File: config.mk
export PLATFORM = sky130hd
export DESIGN_NAME = gteTop
export DESIGN_NICKNAME = d
export VERILOG_FILES = /design/src/gteRegPkg.sv /design/src/gteBusPkg.sv /design/src/gteCpuPort.sv /design/src/gteLeadCount.sv /design/src/gteReadFormat.sv /design/src/gteRegFile.sv /design/src/gteSpecialRegs.sv /design/src/gteTop.sv
export SDC_FILE = /design/constraint.sdc
export NUM_CORES = 2
export LEC_CHECK = 0
export BUFFER_PORTS_ARGS = -buffer_cell sky130_fd_sc_hd__buf_2
export CORE_ASPECT_RATIO = 1.75
export CORE_UTILIZATION = 60
export DETAILED_ROUTE_END_ITERATION = 10
export GPL_TIMING_DRIVEN = 0
export PLACE_DENSITY = 0.76
export SLEW_MARGIN = 10
export SYNTH_ARGS = -nofsm -noshare
export SYNTH_HDL_FRONTEND = slang
export SYNTH_SLANG_ARGS = --single-unit
File: constraint.sdc
create_clock -name i_clk -period 6.7 [get_ports i_clk]
set_clock_uncertainty 0.05 [all_clocks]
set_input_delay 1.34 -clock i_clk [delete_from_list [all_inputs] [get_ports i_clk]]
set_output_delay 1.34 -clock i_clk [all_outputs]
set_load 0.01 [all_outputs]
File: src/gteRegPkg.sv
package gteRegPkg;

	// ----------------------------------------------------------------------
	//   Sizes
	// ----------------------------------------------------------------------
	localparam int REG_COUNT = 32;                 // Entries per file
	localparam int CTRL_BIT  = $clog2(REG_COUNT);  // ID bit that selects the control file
	localparam int COLOR_W   = 5;                  // Bits per derived color component
	localparam int LZC_W     = 6;                  // Lead count range 1..32

	typedef logic [CTRL_BIT-1:0] regAddr_t;        // Index inside one file
	typedef logic [CTRL_BIT:0]   regId_t;          // Host register ID

	// ----------------------------------------------------------------------
	//   Data register IDs
	// ----------------------------------------------------------------------
	localparam regId_t VZ0  = 6'd1;
	localparam regId_t VZ1  = 6'd3;
	localparam regId_t VZ2  = 6'd5;
	localparam regId_t RGBC = 6'd6;   // Code byte in bits 31..24
	localparam regId_t OTZ  = 6'd7;
	localparam regId_t IR0  = 6'd8;
	localparam regId_t IR1  = 6'd9;
	localparam regId_t IR2  = 6'd10;
	localparam regId_t IR3  = 6'd11;
	localparam regId_t SXY0 = 6'd12;
	localparam regId_t SXY1 = 6'd13;
	localparam regId_t SXY2 = 6'd14;
	localparam regId_t SXYP = 6'd15;  // FIFO push
	localparam regId_t SZ0  = 6'd16;
	localparam regId_t SZ1  = 6'd17;
	localparam regId_t SZ2  = 6'd18;
	localparam regId_t SZ3  = 6'd19;
	localparam regId_t RGB0 = 6'd20;
	localparam regId_t RGB1 = 6'd21;
	localparam regId_t RGB2 = 6'd22;
	localparam regId_t IRGB = 6'd28;  // Reads as ORGB
	localparam regId_t ORGB = 6'd29;
	localparam regId_t LZCS = 6'd30;
	localparam regId_t LZCR = 6'd31;

	// Control file indexes
	localparam regAddr_t R33  = 5'd4;
	localparam regAddr_t L33  = 5'd12;
	localparam regAddr_t LB3  = 5'd20;
	localparam regAddr_t H    = 5'd26;  // First of the zero range
	localparam regAddr_t ZSF4 = 5'd30;  // Last of the zero range

	// ----------------------------------------------------------------------
	//   Read promotion classes
	// ----------------------------------------------------------------------
	typedef enum logic [1:0] {EXT_NONE, EXT_SIGN, EXT_ZERO} ext_t;

	function automatic ext_t extClass(input regId_t id);
		regAddr_t idx;
		ext_t     cls;
		idx = id[CTRL_BIT-1:0];
		cls = EXT_NONE;
		if (id[CTRL_BIT]) begin
			if (idx == R33 || idx == L33 || idx == LB3) cls = EXT_SIGN;
			else if (idx >= H && idx <= ZSF4)          cls = EXT_ZERO;
		end else begin
			if (id == VZ0 || id == VZ1 || id == VZ2)    cls = EXT_SIGN;
			else if (id >= IR0 && id <= IR3)           cls = EXT_SIGN;
			else if (id == OTZ)                        cls = EXT_ZERO;
			else if (id >= SZ0 && id <= SZ3)           cls = EXT_ZERO;
		end
		return cls;
	endfunction

endpackage

File: src/gteBusPkg.sv
package gteBusPkg;

	// ----------------------------------------------------------------------
	//   Host side access
	// ----------------------------------------------------------------------
	typedef struct packed {
		gteRegPkg::regId_t id;     // Top bit picks control file
		logic              wr;     // 1 write, 0 read
		logic [31:0]       wdata;  // Ignored on reads
	} hostReq_t;

	// ----------------------------------------------------------------------
	//   Special register readback
	// ----------------------------------------------------------------------
	typedef struct packed {
		logic [2:0][31:0]                 sxy;   // Screen XY FIFO, entry 2 newest
		logic [3:0][15:0]                 sz;    // SZ0..SZ3
		logic [3:0][15:0]                 ir;    // IR0..IR3 raw 16 bit
		logic [2:0][31:0]                 crgb;  // Color FIFO words
		logic [7:0]                       code;  // RGBC code byte
		logic [3*gteRegPkg::COLOR_W-1:0]  orgb;  // Blue, green, red from high to low
		logic [gteRegPkg::LZC_W-1:0]      lzcr;  // Last lead count
	} specRd_t;

endpackage

File: src/gteCpuPort.sv
`timescale 1ns/1ps

module gteCpuPort (
	input  logic                 i_clk,
	input  logic                 i_rst,
	input  logic                 i_req,
	input  gteBusPkg::hostReq_t  i_hostReq,
	input  logic [31:0]          i_rdata,    // Formatted read word
	output logic                 o_strobe,
	output gteBusPkg::hostReq_t  o_acc,
	output gteRegPkg::regId_t    o_accId,    // ID for the formatter
	output logic                 o_ack,
	output logic [31:0]          o_rdata
);

	// ----------------------------------------------------------------------
	//   Handshake FSM
	// ----------------------------------------------------------------------
	typedef enum logic [1:0] {
		stIdle,      // Waiting for a request
		stAccess,    // Strobe out to files and special registers
		stCapture,   // Read word settles through the formatter
		stRelease    // Ack held until the host drops the request
	} state_t;

	state_t state;
	logic   reqQ;   // Registered request line

	assign o_strobe = (state == stAccess);  // One cycle per handshake

	always_ff @(posedge i_clk) begin
		if (i_rst) begin
			state   <= stIdle;
			reqQ    <= 1'b0;
			o_ack   <= 1'b0;
			o_rdata <= '0;
		end else begin
			reqQ <= i_req;
			case (state)
			stIdle:    if (reqQ) state <= stAccess;
			stAccess:  state <= stCapture;
			stCapture: begin
				o_rdata <= i_rdata;     // Held until the next handshake
				o_ack   <= 1'b1;
				state   <= stRelease;
			end
			stRelease: if (!reqQ) begin
				o_ack <= 1'b0;
				state <= stIdle;
			end
			default:   state <= stIdle;
			endcase
		end
	end

	// Request latch, the host holds it stable anyway
	always_ff @(posedge i_clk) begin
		if (state == stIdle && reqQ) o_acc <= i_hostReq;
		if (o_strobe) o_accId <= o_acc.id;   // Lines up with file read data
	end

endmodule

File: src/gteLeadCount.sv
`timescale 1ns/1ps

module gteLeadCount (
	input  logic [31:0]                  i_value,
	output logic [gteRegPkg::LZC_W-1:0]  o_count
);

	// ----------------------------------------------------------------------
	//   Leading sign bit count
	// ----------------------------------------------------------------------
	// Bit 31 always counts itself, so the result is 1..32
	// Bits below 31 that differ from the sign stop the run

	logic [30:0] diff;  // Set where a bit differs from bit 31
	int          lead;  // Run length of sign copies

	assign diff = i_value[30:0] ^ {31{i_value[31]}};

	always_comb begin
		lead = 32;                     // Whole word equals the sign
		// Lowest first so the highest differing bit wins
		for (int i = 0; i < 31; i++) begin
			if (diff[i]) begin
				lead = 31 - i;
			end
		end
		o_count = lead[gteRegPkg::LZC_W-1:0];
	end

endmodule

File: src/gteReadFormat.sv
`timescale 1ns/1ps

module gteReadFormat (
	input  gteRegPkg::regId_t   i_id,
	input  logic [31:0]         i_dataWord,
	input  logic [31:0]         i_ctrlWord,
	input  gteBusPkg::specRd_t  i_spec,
	output logic [31:0]         o_rdata
);

	logic [31:0]       rawWord;  // Selected source before promotion
	logic [1:0]        sel;      // Entry inside a group of IDs
	gteRegPkg::ext_t   extSel;

	assign sel = i_id[1:0];

	// ----------------------------------------------------------------------
	//   Source select
	// ----------------------------------------------------------------------
	always_comb begin
		rawWord = i_dataWord;                   // Plain data register
		if (i_id[gteRegPkg::CTRL_BIT]) begin
			rawWord = i_ctrlWord;               // All control registers stored
		end else begin
			case (i_id)
			gteRegPkg::SXY0,
			gteRegPkg::SXY1,
			gteRegPkg::SXY2: rawWord = i_spec.sxy[sel];
			gteRegPkg::SXYP: rawWord = i_spec.sxy[2];   // Mirror of newest, no pop
			gteRegPkg::SZ0,
			gteRegPkg::SZ1,
			gteRegPkg::SZ2,
			gteRegPkg::SZ3: rawWord = {16'h0000, i_spec.sz[sel]};
			gteRegPkg::IR0,
			gteRegPkg::IR1,
			gteRegPkg::IR2,
			gteRegPkg::IR3: rawWord = {16'h0000, i_spec.ir[sel]};
			gteRegPkg::RGB0,
			gteRegPkg::RGB1,
			gteRegPkg::RGB2: rawWord = i_spec.crgb[sel];
			gteRegPkg::RGBC: begin
				// Code byte from the special copy
				rawWord = {i_spec.code, i_dataWord[23:0]};
			end
			gteRegPkg::IRGB,
			gteRegPkg::ORGB: rawWord = 32'(i_spec.orgb);  // Zero padded
			gteRegPkg::LZCR: rawWord = 32'(i_spec.lzcr);
			default: ;
			endcase
		end
	end

	// ----------------------------------------------------------------------
	//   16 bit promotion
	// ----------------------------------------------------------------------
	assign extSel = gteRegPkg::extClass(i_id);

	always_comb begin
		case (extSel)
		gteRegPkg::EXT_SIGN: o_rdata = {{16{rawWord[15]}}, rawWord[15:0]};
		gteRegPkg::EXT_ZERO: o_rdata = {16'h0000, rawWord[15:0]};
		default:             o_rdata = rawWord;  // Full 32 bit register
		endcase
	end

endmodule

File: src/gteRegFile.sv
`timescale 1ns/1ps

module gteRegFile #(
	parameter int ADDR_W = 5,
	parameter int DATA_W = 32
) (
	input  logic              i_clk,
	input  logic              i_wr,
	input  logic              i_rd,
	input  logic [ADDR_W-1:0] i_addr,
	input  logic [DATA_W-1:0] i_wdata,
	output logic [DATA_W-1:0] o_rdata
);

	// ----------------------------------------------------------------------
	//   Storage
	// ----------------------------------------------------------------------
	logic [DATA_W-1:0] mem [2**ADDR_W];

	// One shared address, a host access is either a read or a write
	always_ff @(posedge i_clk) begin
		if (i_wr) begin
			mem[i_addr] <= i_wdata;     // Visible to reads next cycle
		end
		if (i_rd) begin
			o_rdata <= mem[i_addr];     // Old word on a same cycle write
		end
		// Not enabled so the last read word stays on the output
	end

endmodule

File: src/gteSpecialRegs.sv
`timescale 1ns/1ps

module gteSpecialRegs (
	input  logic                 i_clk,
	input  logic                 i_rst,
	input  logic                 i_strobe,
	input  gteBusPkg::hostReq_t  i_acc,
	output gteBusPkg::specRd_t   o_spec
);

	// ----------------------------------------------------------------------
	//   Registers outside the files
	// ----------------------------------------------------------------------
	logic [2:0][31:0]             sxyQ;   // Screen XY FIFO
	logic [3:0][15:0]             szQ;
	logic [3:0][15:0]             irQ;
	logic [2:0][31:0]             crgbQ;  // Color FIFO
	logic [7:0]                   codeQ;  // RGBC code byte
	logic [gteRegPkg::LZC_W-1:0]  lzcrQ;

	logic [gteRegPkg::LZC_W-1:0]  leadCount;  // Count of the write data
	logic                         dataWr;     // Host write into data ID space
	logic [1:0]                   sel;        // Entry inside a group of IDs

	assign dataWr = i_strobe & i_acc.wr & ~i_acc.id[gteRegPkg::CTRL_BIT];
	assign sel    = i_acc.id[1:0];  // Groups start on a multiple of four

	gteLeadCount i_leadCount (
		.i_value (i_acc.wdata),
		.o_count (leadCount)
	);

	// ----------------------------------------------------------------------
	//   Write decode
	// ----------------------------------------------------------------------
	always_ff @(posedge i_clk) begin
		if (i_rst) begin
			sxyQ  <= '0;
			szQ   <= '0;
			irQ   <= '0;
			crgbQ <= '0;
			codeQ <= '0;
			lzcrQ <= '0;
		end else if (dataWr) begin
			case (i_acc.id)
			gteRegPkg::SXY0,
			gteRegPkg::SXY1,
			gteRegPkg::SXY2: begin
				sxyQ[sel] <= i_acc.wdata;   // Direct load, no shift
			end
			gteRegPkg::SXYP: begin
				// Push, oldest entry drops out
				sxyQ[0] <= sxyQ[1];
				sxyQ[1] <= sxyQ[2];
				sxyQ[2] <= i_acc.wdata;
			end
			gteRegPkg::SZ0,
			gteRegPkg::SZ1,
			gteRegPkg::SZ2,
			gteRegPkg::SZ3: begin
				szQ[sel] <= i_acc.wdata[15:0];
			end
			gteRegPkg::IR0,
			gteRegPkg::IR1,
			gteRegPkg::IR2,
			gteRegPkg::IR3: begin
				irQ[sel] <= i_acc.wdata[15:0];  // Sign added on read
			end
			gteRegPkg::RGB0,
			gteRegPkg::RGB1,
			gteRegPkg::RGB2: begin
				crgbQ[sel] <= i_acc.wdata;
			end
			gteRegPkg::RGBC: codeQ <= i_acc.wdata[31:24];
			gteRegPkg::LZCS: lzcrQ <= leadCount;     // Result readable at LZCR
			default: ;                               // Plain register, files only
			endcase
		end
	end

	// ----------------------------------------------------------------------
	//   IR to 5 bit color
	// ----------------------------------------------------------------------
	function automatic logic [gteRegPkg::COLOR_W-1:0] toColor(input logic [15:0] ir);
		if (ir[15]) begin
			return '0;              // Negative clips to zero
		end
		if (|ir[14:12]) begin
			return '1;              // Too large saturates
		end
		return ir[11:7];
	endfunction

	always_comb begin
		o_spec.sxy  = sxyQ;
		o_spec.sz   = szQ;
		o_spec.ir   = irQ;
		o_spec.crgb = crgbQ;
		o_spec.code = codeQ;
		o_spec.orgb = {toColor(irQ[3]), toColor(irQ[2]), toColor(irQ[1])}; // B G R
		o_spec.lzcr = lzcrQ;
	end

endmodule

File: src/gteTop.sv
`timescale 1ns/1ps

module gteTop #(
	parameter int ADDR_W = 5,
	parameter int DATA_W = 32
) (
	input  logic                 i_clk,
	input  logic                 i_rst,
	input  logic                 i_req,
	input  gteBusPkg::hostReq_t  i_hostReq,
	output logic                 o_ack,
	output logic [31:0]          o_rdata
);

	// ----------------------------------------------------------------------
	//   Internal wiring
	// ----------------------------------------------------------------------
	logic                 strobe;    // One access per handshake
	gteBusPkg::hostReq_t  acc;       // Latched request
	gteRegPkg::regId_t    accId;     // Delayed ID for the read path
	logic [DATA_W-1:0]    dataWord;
	logic [DATA_W-1:0]    ctrlWord;
	gteBusPkg::specRd_t   spec;
	logic [31:0]          fmtWord;   // Promoted read word

	gteCpuPort i_cpuPort (
		.i_clk     (i_clk),
		.i_rst     (i_rst),
		.i_req     (i_req),
		.i_hostReq (i_hostReq),
		.i_rdata   (fmtWord),
		.o_strobe  (strobe),
		.o_acc     (acc),
		.o_accId   (accId),
		.o_ack     (o_ack),
		.o_rdata   (o_rdata)
	);

	// Data file, also keeps writes to special IDs
	gteRegFile #(.ADDR_W(ADDR_W), .DATA_W(DATA_W)) i_dataFile (
		.i_clk   (i_clk),
		.i_wr    (strobe & acc.wr & ~acc.id[gteRegPkg::CTRL_BIT]),
		.i_rd    (strobe & ~acc.id[gteRegPkg::CTRL_BIT]),
		.i_addr  (acc.id[ADDR_W-1:0]),
		.i_wdata (acc.wdata[DATA_W-1:0]),
		.o_rdata (dataWord)
	);

	gteRegFile #(.ADDR_W(ADDR_W), .DATA_W(DATA_W)) i_ctrlFile (
		.i_clk   (i_clk),
		.i_wr    (strobe & acc.wr & acc.id[gteRegPkg::CTRL_BIT]),
		.i_rd    (strobe & acc.id[gteRegPkg::CTRL_BIT]),
		.i_addr  (acc.id[ADDR_W-1:0]),
		.i_wdata (acc.wdata[DATA_W-1:0]),
		.o_rdata (ctrlWord)
	);

	gteSpecialRegs i_specialRegs (
		.i_clk    (i_clk),
		.i_rst    (i_rst),
		.i_strobe (strobe),
		.i_acc    (acc),
		.o_spec   (spec)
	);

	gteReadFormat i_readFormat (
		.i_id       (accId),
		.i_dataWord (dataWord),
		.i_ctrlWord (ctrlWord),
		.i_spec     (spec),
		.o_rdata    (fmtWord)
	);

endmodule

* Yosys cells after proc, flatten, opt, wreduce, memory -nomap -nowiden
Memory sizes are Yosys's and may differ from the RTL's. A register that Yosys moved wholly into a read port is not among the register bits. Index checks and enable logic that the tools add are counted. Widths: inputs -> output; s select.
Word-level totals: ROM bits 0, bits in latches 0, memories kept 2, output and inout port bits 33, bits in writable memories 2048, register bits after elaboration 415
Memories:
- i_ctrlFile.mem | words 32, bits a word 32, rd ports 1, clocked after Yosys merged registers in 1, write ports 1, line gteRegFile.sv:18 | logic [DATA_W-1:0] mem [2**ADDR_W];
- i_dataFile.mem | words 32, bits a word 32, rd ports 1, clocked after Yosys merged registers in 1, write ports 1, line gteRegFile.sv:18
Cells by class: divide/modulo/power cells 0, add/sub/neg operators 0, multiplexer cells 88, order comparisons 9, equality and inequality tests 50, shift operators 0, bitwise logic cells 7, multipliers 0, reduce and logical (&&, ||, !) cells 32
Operators with widths (number):
- $pmux 32 s8 | 1
- $bwmux 96 | 2
- $pmux 96 s2 | 1
- $mux 6 | 31
- $bmux 32 s2 | 2
- $bwmux 64 | 2
- $mux 32 | 4
- $eq 6x5->1 const B | 18
- $eq 6x4->1 const B | 16
- $bmux 16 s2 | 2
- $demux 32 s2 | 1
- $pmux 32 s2 | 1
- $mux 5 | 12
- $mux 16 | 3
- $demux 16 s2 | 1
- $xor 31x31->31 | 1
- $eq 6x3->1 const B | 4
- $reduce_or 3->1 | 7
- $mux 2 | 9
- $reduce_and 2->1 | 8
- $reduce_or 4->1 | 4
- $mux 1 | 14
- $pmux 2 s4 | 1
- $eq 2x2->1 const B | 3
- 24 further kinds | 38

* Logic depth before layout (Yosys ltp)
depth after elaboration 32, depth in mapped cells 13

* Cells and area by module
From an unflattened synthesis, not the netlist that was laid out.
Second synthesis, totals: cell total of the unflattened synthesis 6407, area, all modules 101352.2 µm²
Modules (own cells, without submodules):
- gteRegFile at i_dataFile | instances 1, area each 40062.2 µm², cells an instance 2107
- gteRegFile at i_ctrlFile | instances 1, area each 40054.7 µm², cells an instance 2107
- gteSpecialRegs | instances 1, area each 13865.8 µm², cells an instance 1388
- gteReadFormat | instances 1, area each 3779.9 µm², cells an instance 483
- gteCpuPort | instances 1, area each 2738.9 µm², cells an instance 174
- gteLeadCount | instances 1, area each 817.0 µm², cells an instance 144
- gteTop | instances 1, area each 33.8 µm², cells an instance 4

* Worst setup path after synthesis
Ideal clock, no wire load.
kind flip-flop to flip-flop, start register i_cpuPort.state[1], end memory i_dataFile.mem[27][0] (enable), stages on the path, launching flop included 10, clock period less this slack 5.166 ns, slack 1.534 ns, path buffers 3, arrival time 4.695 ns, cell sequence dfxtp_1 > inv_1 > ha_1 > nor2b_1 > and2_1 > clkbuf_1 > nand3_1 > clkbuf_1 > clkbuf_1 > nor2_1
Between the ends: cells in the longest elaborated chain, start to end 5
Ends and longest elaborated chain:
- start: declaration | line gteCpuPort.sv:26 | state_t state;
- start signal: assignment | line gteCpuPort.sv:33 | state <= stIdle;
- start signal: assignment | line gteCpuPort.sv:40 | stIdle: if (reqQ) state <= stAccess;
- start signal: assignment | line gteCpuPort.sv:41 | stAccess: state <= stCapture;
- $eq 2x1->1 | line gteCpuPort.sv:29 | assign o_strobe = (state == stAccess);
- $and 1x1->1 (2 in series) | line gteTop.sv:42 | .i_wr (strobe & acc.wr & ~acc.id[gteRegPkg::CTRL_BIT]),
- $mux 1 | line gteRegFile.sv:22 | if (i_wr) begin
- $mux 1 (implied by the code) | line gteRegFile.sv:23 | mem[i_addr] <= i_wdata;
- end: declaration | line gteRegFile.sv:18
Every way passes these cells.

* Worst setup path after layout
start register i_cpuPort.o_acc[33] in the netlist's numbering, end memory i_dataFile.mem[20][28] (enable)
RTL lines:
- start: declaration | line gteCpuPort.sv:10 | output gteBusPkg::hostReq_t o_acc,
- start signal: assignment | line gteCpuPort.sv:58 | if (state == stIdle && reqQ) o_acc <= i_hostReq;
No word-level cell before the write port.

==> results.py <==
metrics = {
    "cts": {
        "htreeDepth": 4,
        "cts_buffers": 217,
        "insertion_delay_ns": 0.88,
        "cts_tree": "done",
        "cts.sinks": 2527,
        "cts_setup_buffers": 0,
        "root_buffer": "clkbuf_16",
        "clock_path_buffers": 4,
        "cts_hold_buffers": 0,
        "clk_pin_slew_ns": 0.08,
        "cts_resized": 0,
    },
    "timing": {
        "rsz0062_at_grt": "no",
        "holdWs_ns": 0.404,
        "slew_violations": 0,
        "max_freq_mhz": 183,
        "hold_violations": 0,
        "slew_headroom_pct": 1.25,
        "finalCritPeriodShare_pct": 81.4,
        "finalSetupViolations": 0,
        "fin_ws_ns": 1.25,
        "tightest_slew_ns": 1.48,
        "finalCriticalPeriod_ns": 5.45,
    },
    "placed_design": {
        "pre_cts_ws_ns": 1.41,
        "gp_congestion": 1.06,
        "dp_hpwl_um": 228000,
        "io_buffers": 74,
    },
    "power_and_ir_drop": {
        "pwr-share-seq_pct": 49.7,
        "p_per_area_nw_per_um2": 322,
        "power_leakage_nw": 35.2,
        "switching_share_pct": 27.3,
        "comb_power_share_pct": 15.2,
        "internal_power_mw": 26.3,
        "clockPowerShare_pct": 35.1,
        "max-vdd-ir-drop_mv": 0.262,
        "p_switching_mw": 9.87,
    },
    "route": {
        "avgRoutedWirePerCell_um": 42.5,
        "drc": 0,
        "firstDrtPassIters": 7,
        "vias": 58300,
        "drt-total-wl_um": 347000,
        "detail-route-antenna-nets": 0,
        "viasPerCell": 7.13,
        "dr.first_iter.drc_count": 8679,
    },
    "worst_setup_path": {
        "crit_chain": "clkbuf_1, buf_2, nor2_1, nand2_1, or2_2, clkbuf_1, inv_1, buf_2",
        "reg2reg_from": "i_cpuPort.o_acc[33]$_DFFE_PP_",
        "crit_path_end_kind": "register",
        "path_buf_inv": 5,
        "startpoint": "i_cpuPort.o_acc[33]$_DFFE_PP_",
        "worstSetupStartpointType": "register",
        "path_max_fanout": 41,
        "crit_family": "simple AND/OR/NAND/NOR gates",
        "crit_path_max_incr_delay_ns": 1.02,
        "crit_arrival_ns": 5.87,
        "reg2regPathDepth": 8,
        "cp.depth": 8,
        "crit_required_ns": 7.12,
        "crit_type": "reg2reg",
        "critPathSlowestCell": "buf_2",
    },
    "status": {
        "status": "completed",
    },
    "grt": {
        "track_usage_pct": 42.3,
        "grt_overflow": 0,
        "antenna_found_initial": 24,
        "grt_pass1_wl_um": 470000,
        "first_global_vias": 58200,
        "grt_max_degree": 42,
    },
    "worst_hold_path": {
        "min_path_cells": 2,
        "hp-start": "i_specialRegs.o_spec[72]$_SDFFE_PP0P_",
        "worstHoldPathType": "reg2reg",
    },
    "synthesis": {
        "syn_avg_cell_area_um2": 18.4,
        "async_reset_ff_share_pct": 0,
        "synth_area_leaders": "edfxtp_1, mux4_2, dfxtp_1",
        "ys_types": 66,
        "netlist_top_cells_count": "edfxtp_1, mux4_2, nand2_1",
        "syn_nets": 5430,
        "synth_edf_count": 2157,
        "synthCells": 5382,
        "synth_top_area_share_pct": 65.6,
        "yosysTopAreaCell": "edfxtp_1",
        "ys_warn_count": 0,
        "syn-cell-area_um2": 98800,
        "synth-seq-cells": 2527,
        "seq_area_frac_synth_pct": 73.1,
        "ys.flop_type": "edfxtp_1",
        "synth.most_common_cell": "edfxtp_1",
    },
    "floorplan": {
        "core_area_um2": 163000,
        "ios": 75,
        "row_count": 196,
        "die_y_um": 539,
        "initial_core_util_pct": 60.6,
        "dieArea_um2": 166000,
        "die_x_um": 309,
    },
    "cells_and_area": {
        "nets": 5862,
        "drive_gt1_share_pct": 24.2,
        "area_growth_pct": 13.6,
        "fillers": 10000,
    },
    "job": {
        "drv_cap": 0,
    },
}
[cells in the final DEF, fill, tap and decap left out, types with 9 or more instances in the layout]
cell and instances:
buf_8 38, or2_2 12, bufinv_16 19, a21oi_1 296, clkbuf_16 220, a22oi_1 64, inv_1 19, nand3_1 23
buf_16 56, buf_12 43, nand2_1 505, buf_1 24, nand4_1 17, o21ai_0 155, buf_4 10, mux4_2 672
o221ai_1 14, nor2_1 166, clkbuf_1 304, clkbuf_8 9, or3_1 18, mux2i_1 90, clkbuf_2 14, a211oi_1 53
nor2_4 52, clkinv_1 43, nand2b_1 16, dfxtp_1 370, edfxtp_1 2157, clkinv_2 43, buf_2 160, nor3_1 48
a221oi_1 43, mux2_2 64
[worst reg2reg max path: stages, from the launching register on]
cell and delay [ns]:
edfxtp_1 0.40, clkbuf_1 0.24, buf_2 0.44, nor2_1 0.85
nand2_1 0.84, or2_2 0.60, clkbuf_1 0.28, inv_1 0.28
buf_2 1.02
[state kept, by name, indices dropped and copies added (netlist names)]
register and cells:
i_cpuPort.o_acc 39, i_cpuPort.o_accId 6, i_cpuPort.o_ack 1, i_cpuPort.o_rdata 32, i_cpuPort.reqQ 1, i_cpuPort.state 2, i_ctrlFile.mem 1024, i_ctrlFile.o_rdata 32
i_dataFile.mem 1024, i_dataFile.o_rdata 32, i_specialRegs.codeQ 8, i_specialRegs.lzcrQ 6, i_specialRegs.o_spec 320
[per-stage QoR]
stage                     instances  cell area [um2]  util, %  power, mW  TNS [ns]
final                          8171           112000     68.8       36.2         0
after global routing           8169           112000     68.8       36.7         0
after CTS                      8163           112000     68.8       35.9         0
after detailed placement       7772           105000     64.6       23.5         0
after global placement         7634           102000     62.5       23.1  -1317.15
after floorplan                5382            98800        -       20.8         0
[layer usage]
metal	up-vias	track usage [%]	wire, um
met5	-	0	101
met4	14	40.0	41500
met3	1435	9.62	35000
met2	4710	68.9	170000
met1	29700	45.3	100000
li1	22500	-	-
[kinds of logic (layout without fill, tap and decap cells)]
| logic type | Yosys count | after routing | synth area share [%] |
|---|---|---|---|
| flip-flops | 2527 | 2527 | 73.1 |
| AND/OR/NAND/NOR | 898 | 898 | 3.79 |
| multiplexers | 826 | 826 | 17.0 |
| AO/OA/AOI/OAI | 704 | 704 | 4.34 |
| buffers and inverters | 421 | 1025 | 1.75 |
| adder cells (fa/ha/maj) | 6 | 6 | 0.0760 |
| other | 0 | 7 | 0 |
[worst paths after layout]
path / end / slack (ns)
worst min register to register: i_specialRegs.o_spec[72]$_SDFFE_PP0P_ / 0.40
worst max-delay path: i_dataFile.mem[20][28]$_DFFE_PP_ / 1.25
worst min-delay path: i_specialRegs.o_spec[72]$_SDFFE_PP0P_ / 0.40
worst max register to register: i_dataFile.mem[20][28]$_DFFE_PP_ / 1.25
[area by class of cell]
class	instances	area (um2)	area share [%]
clock buffer	272	5790	5.16
timing repair buffer	213	3360	3.00
multi-input combinational	2434	25300	22.5
inverter	21	78.8	0.0702
tap	2178	2730	2.43
sequential	2527	72200	64.3
clock inverter	119	1100	0.978
antenna	7	17.5	0.0156
buffer	400	1690	1.51
[power by group through the flow]
stage	Combinational (mW)	Sequential [mW]	Clock [mW]
2_1_floorplan	2.51	18.3	0
3_3_place_gp	4.42	18.7	0
3_5_place_dp	5.22	18.3	0
4_1_cts	5.31	17.9	12.7
5_1_grt	5.50	18.0	13.2
6_report	5.51	18.0	12.7
Note: power is estimated with default switching activity, not from simulation.
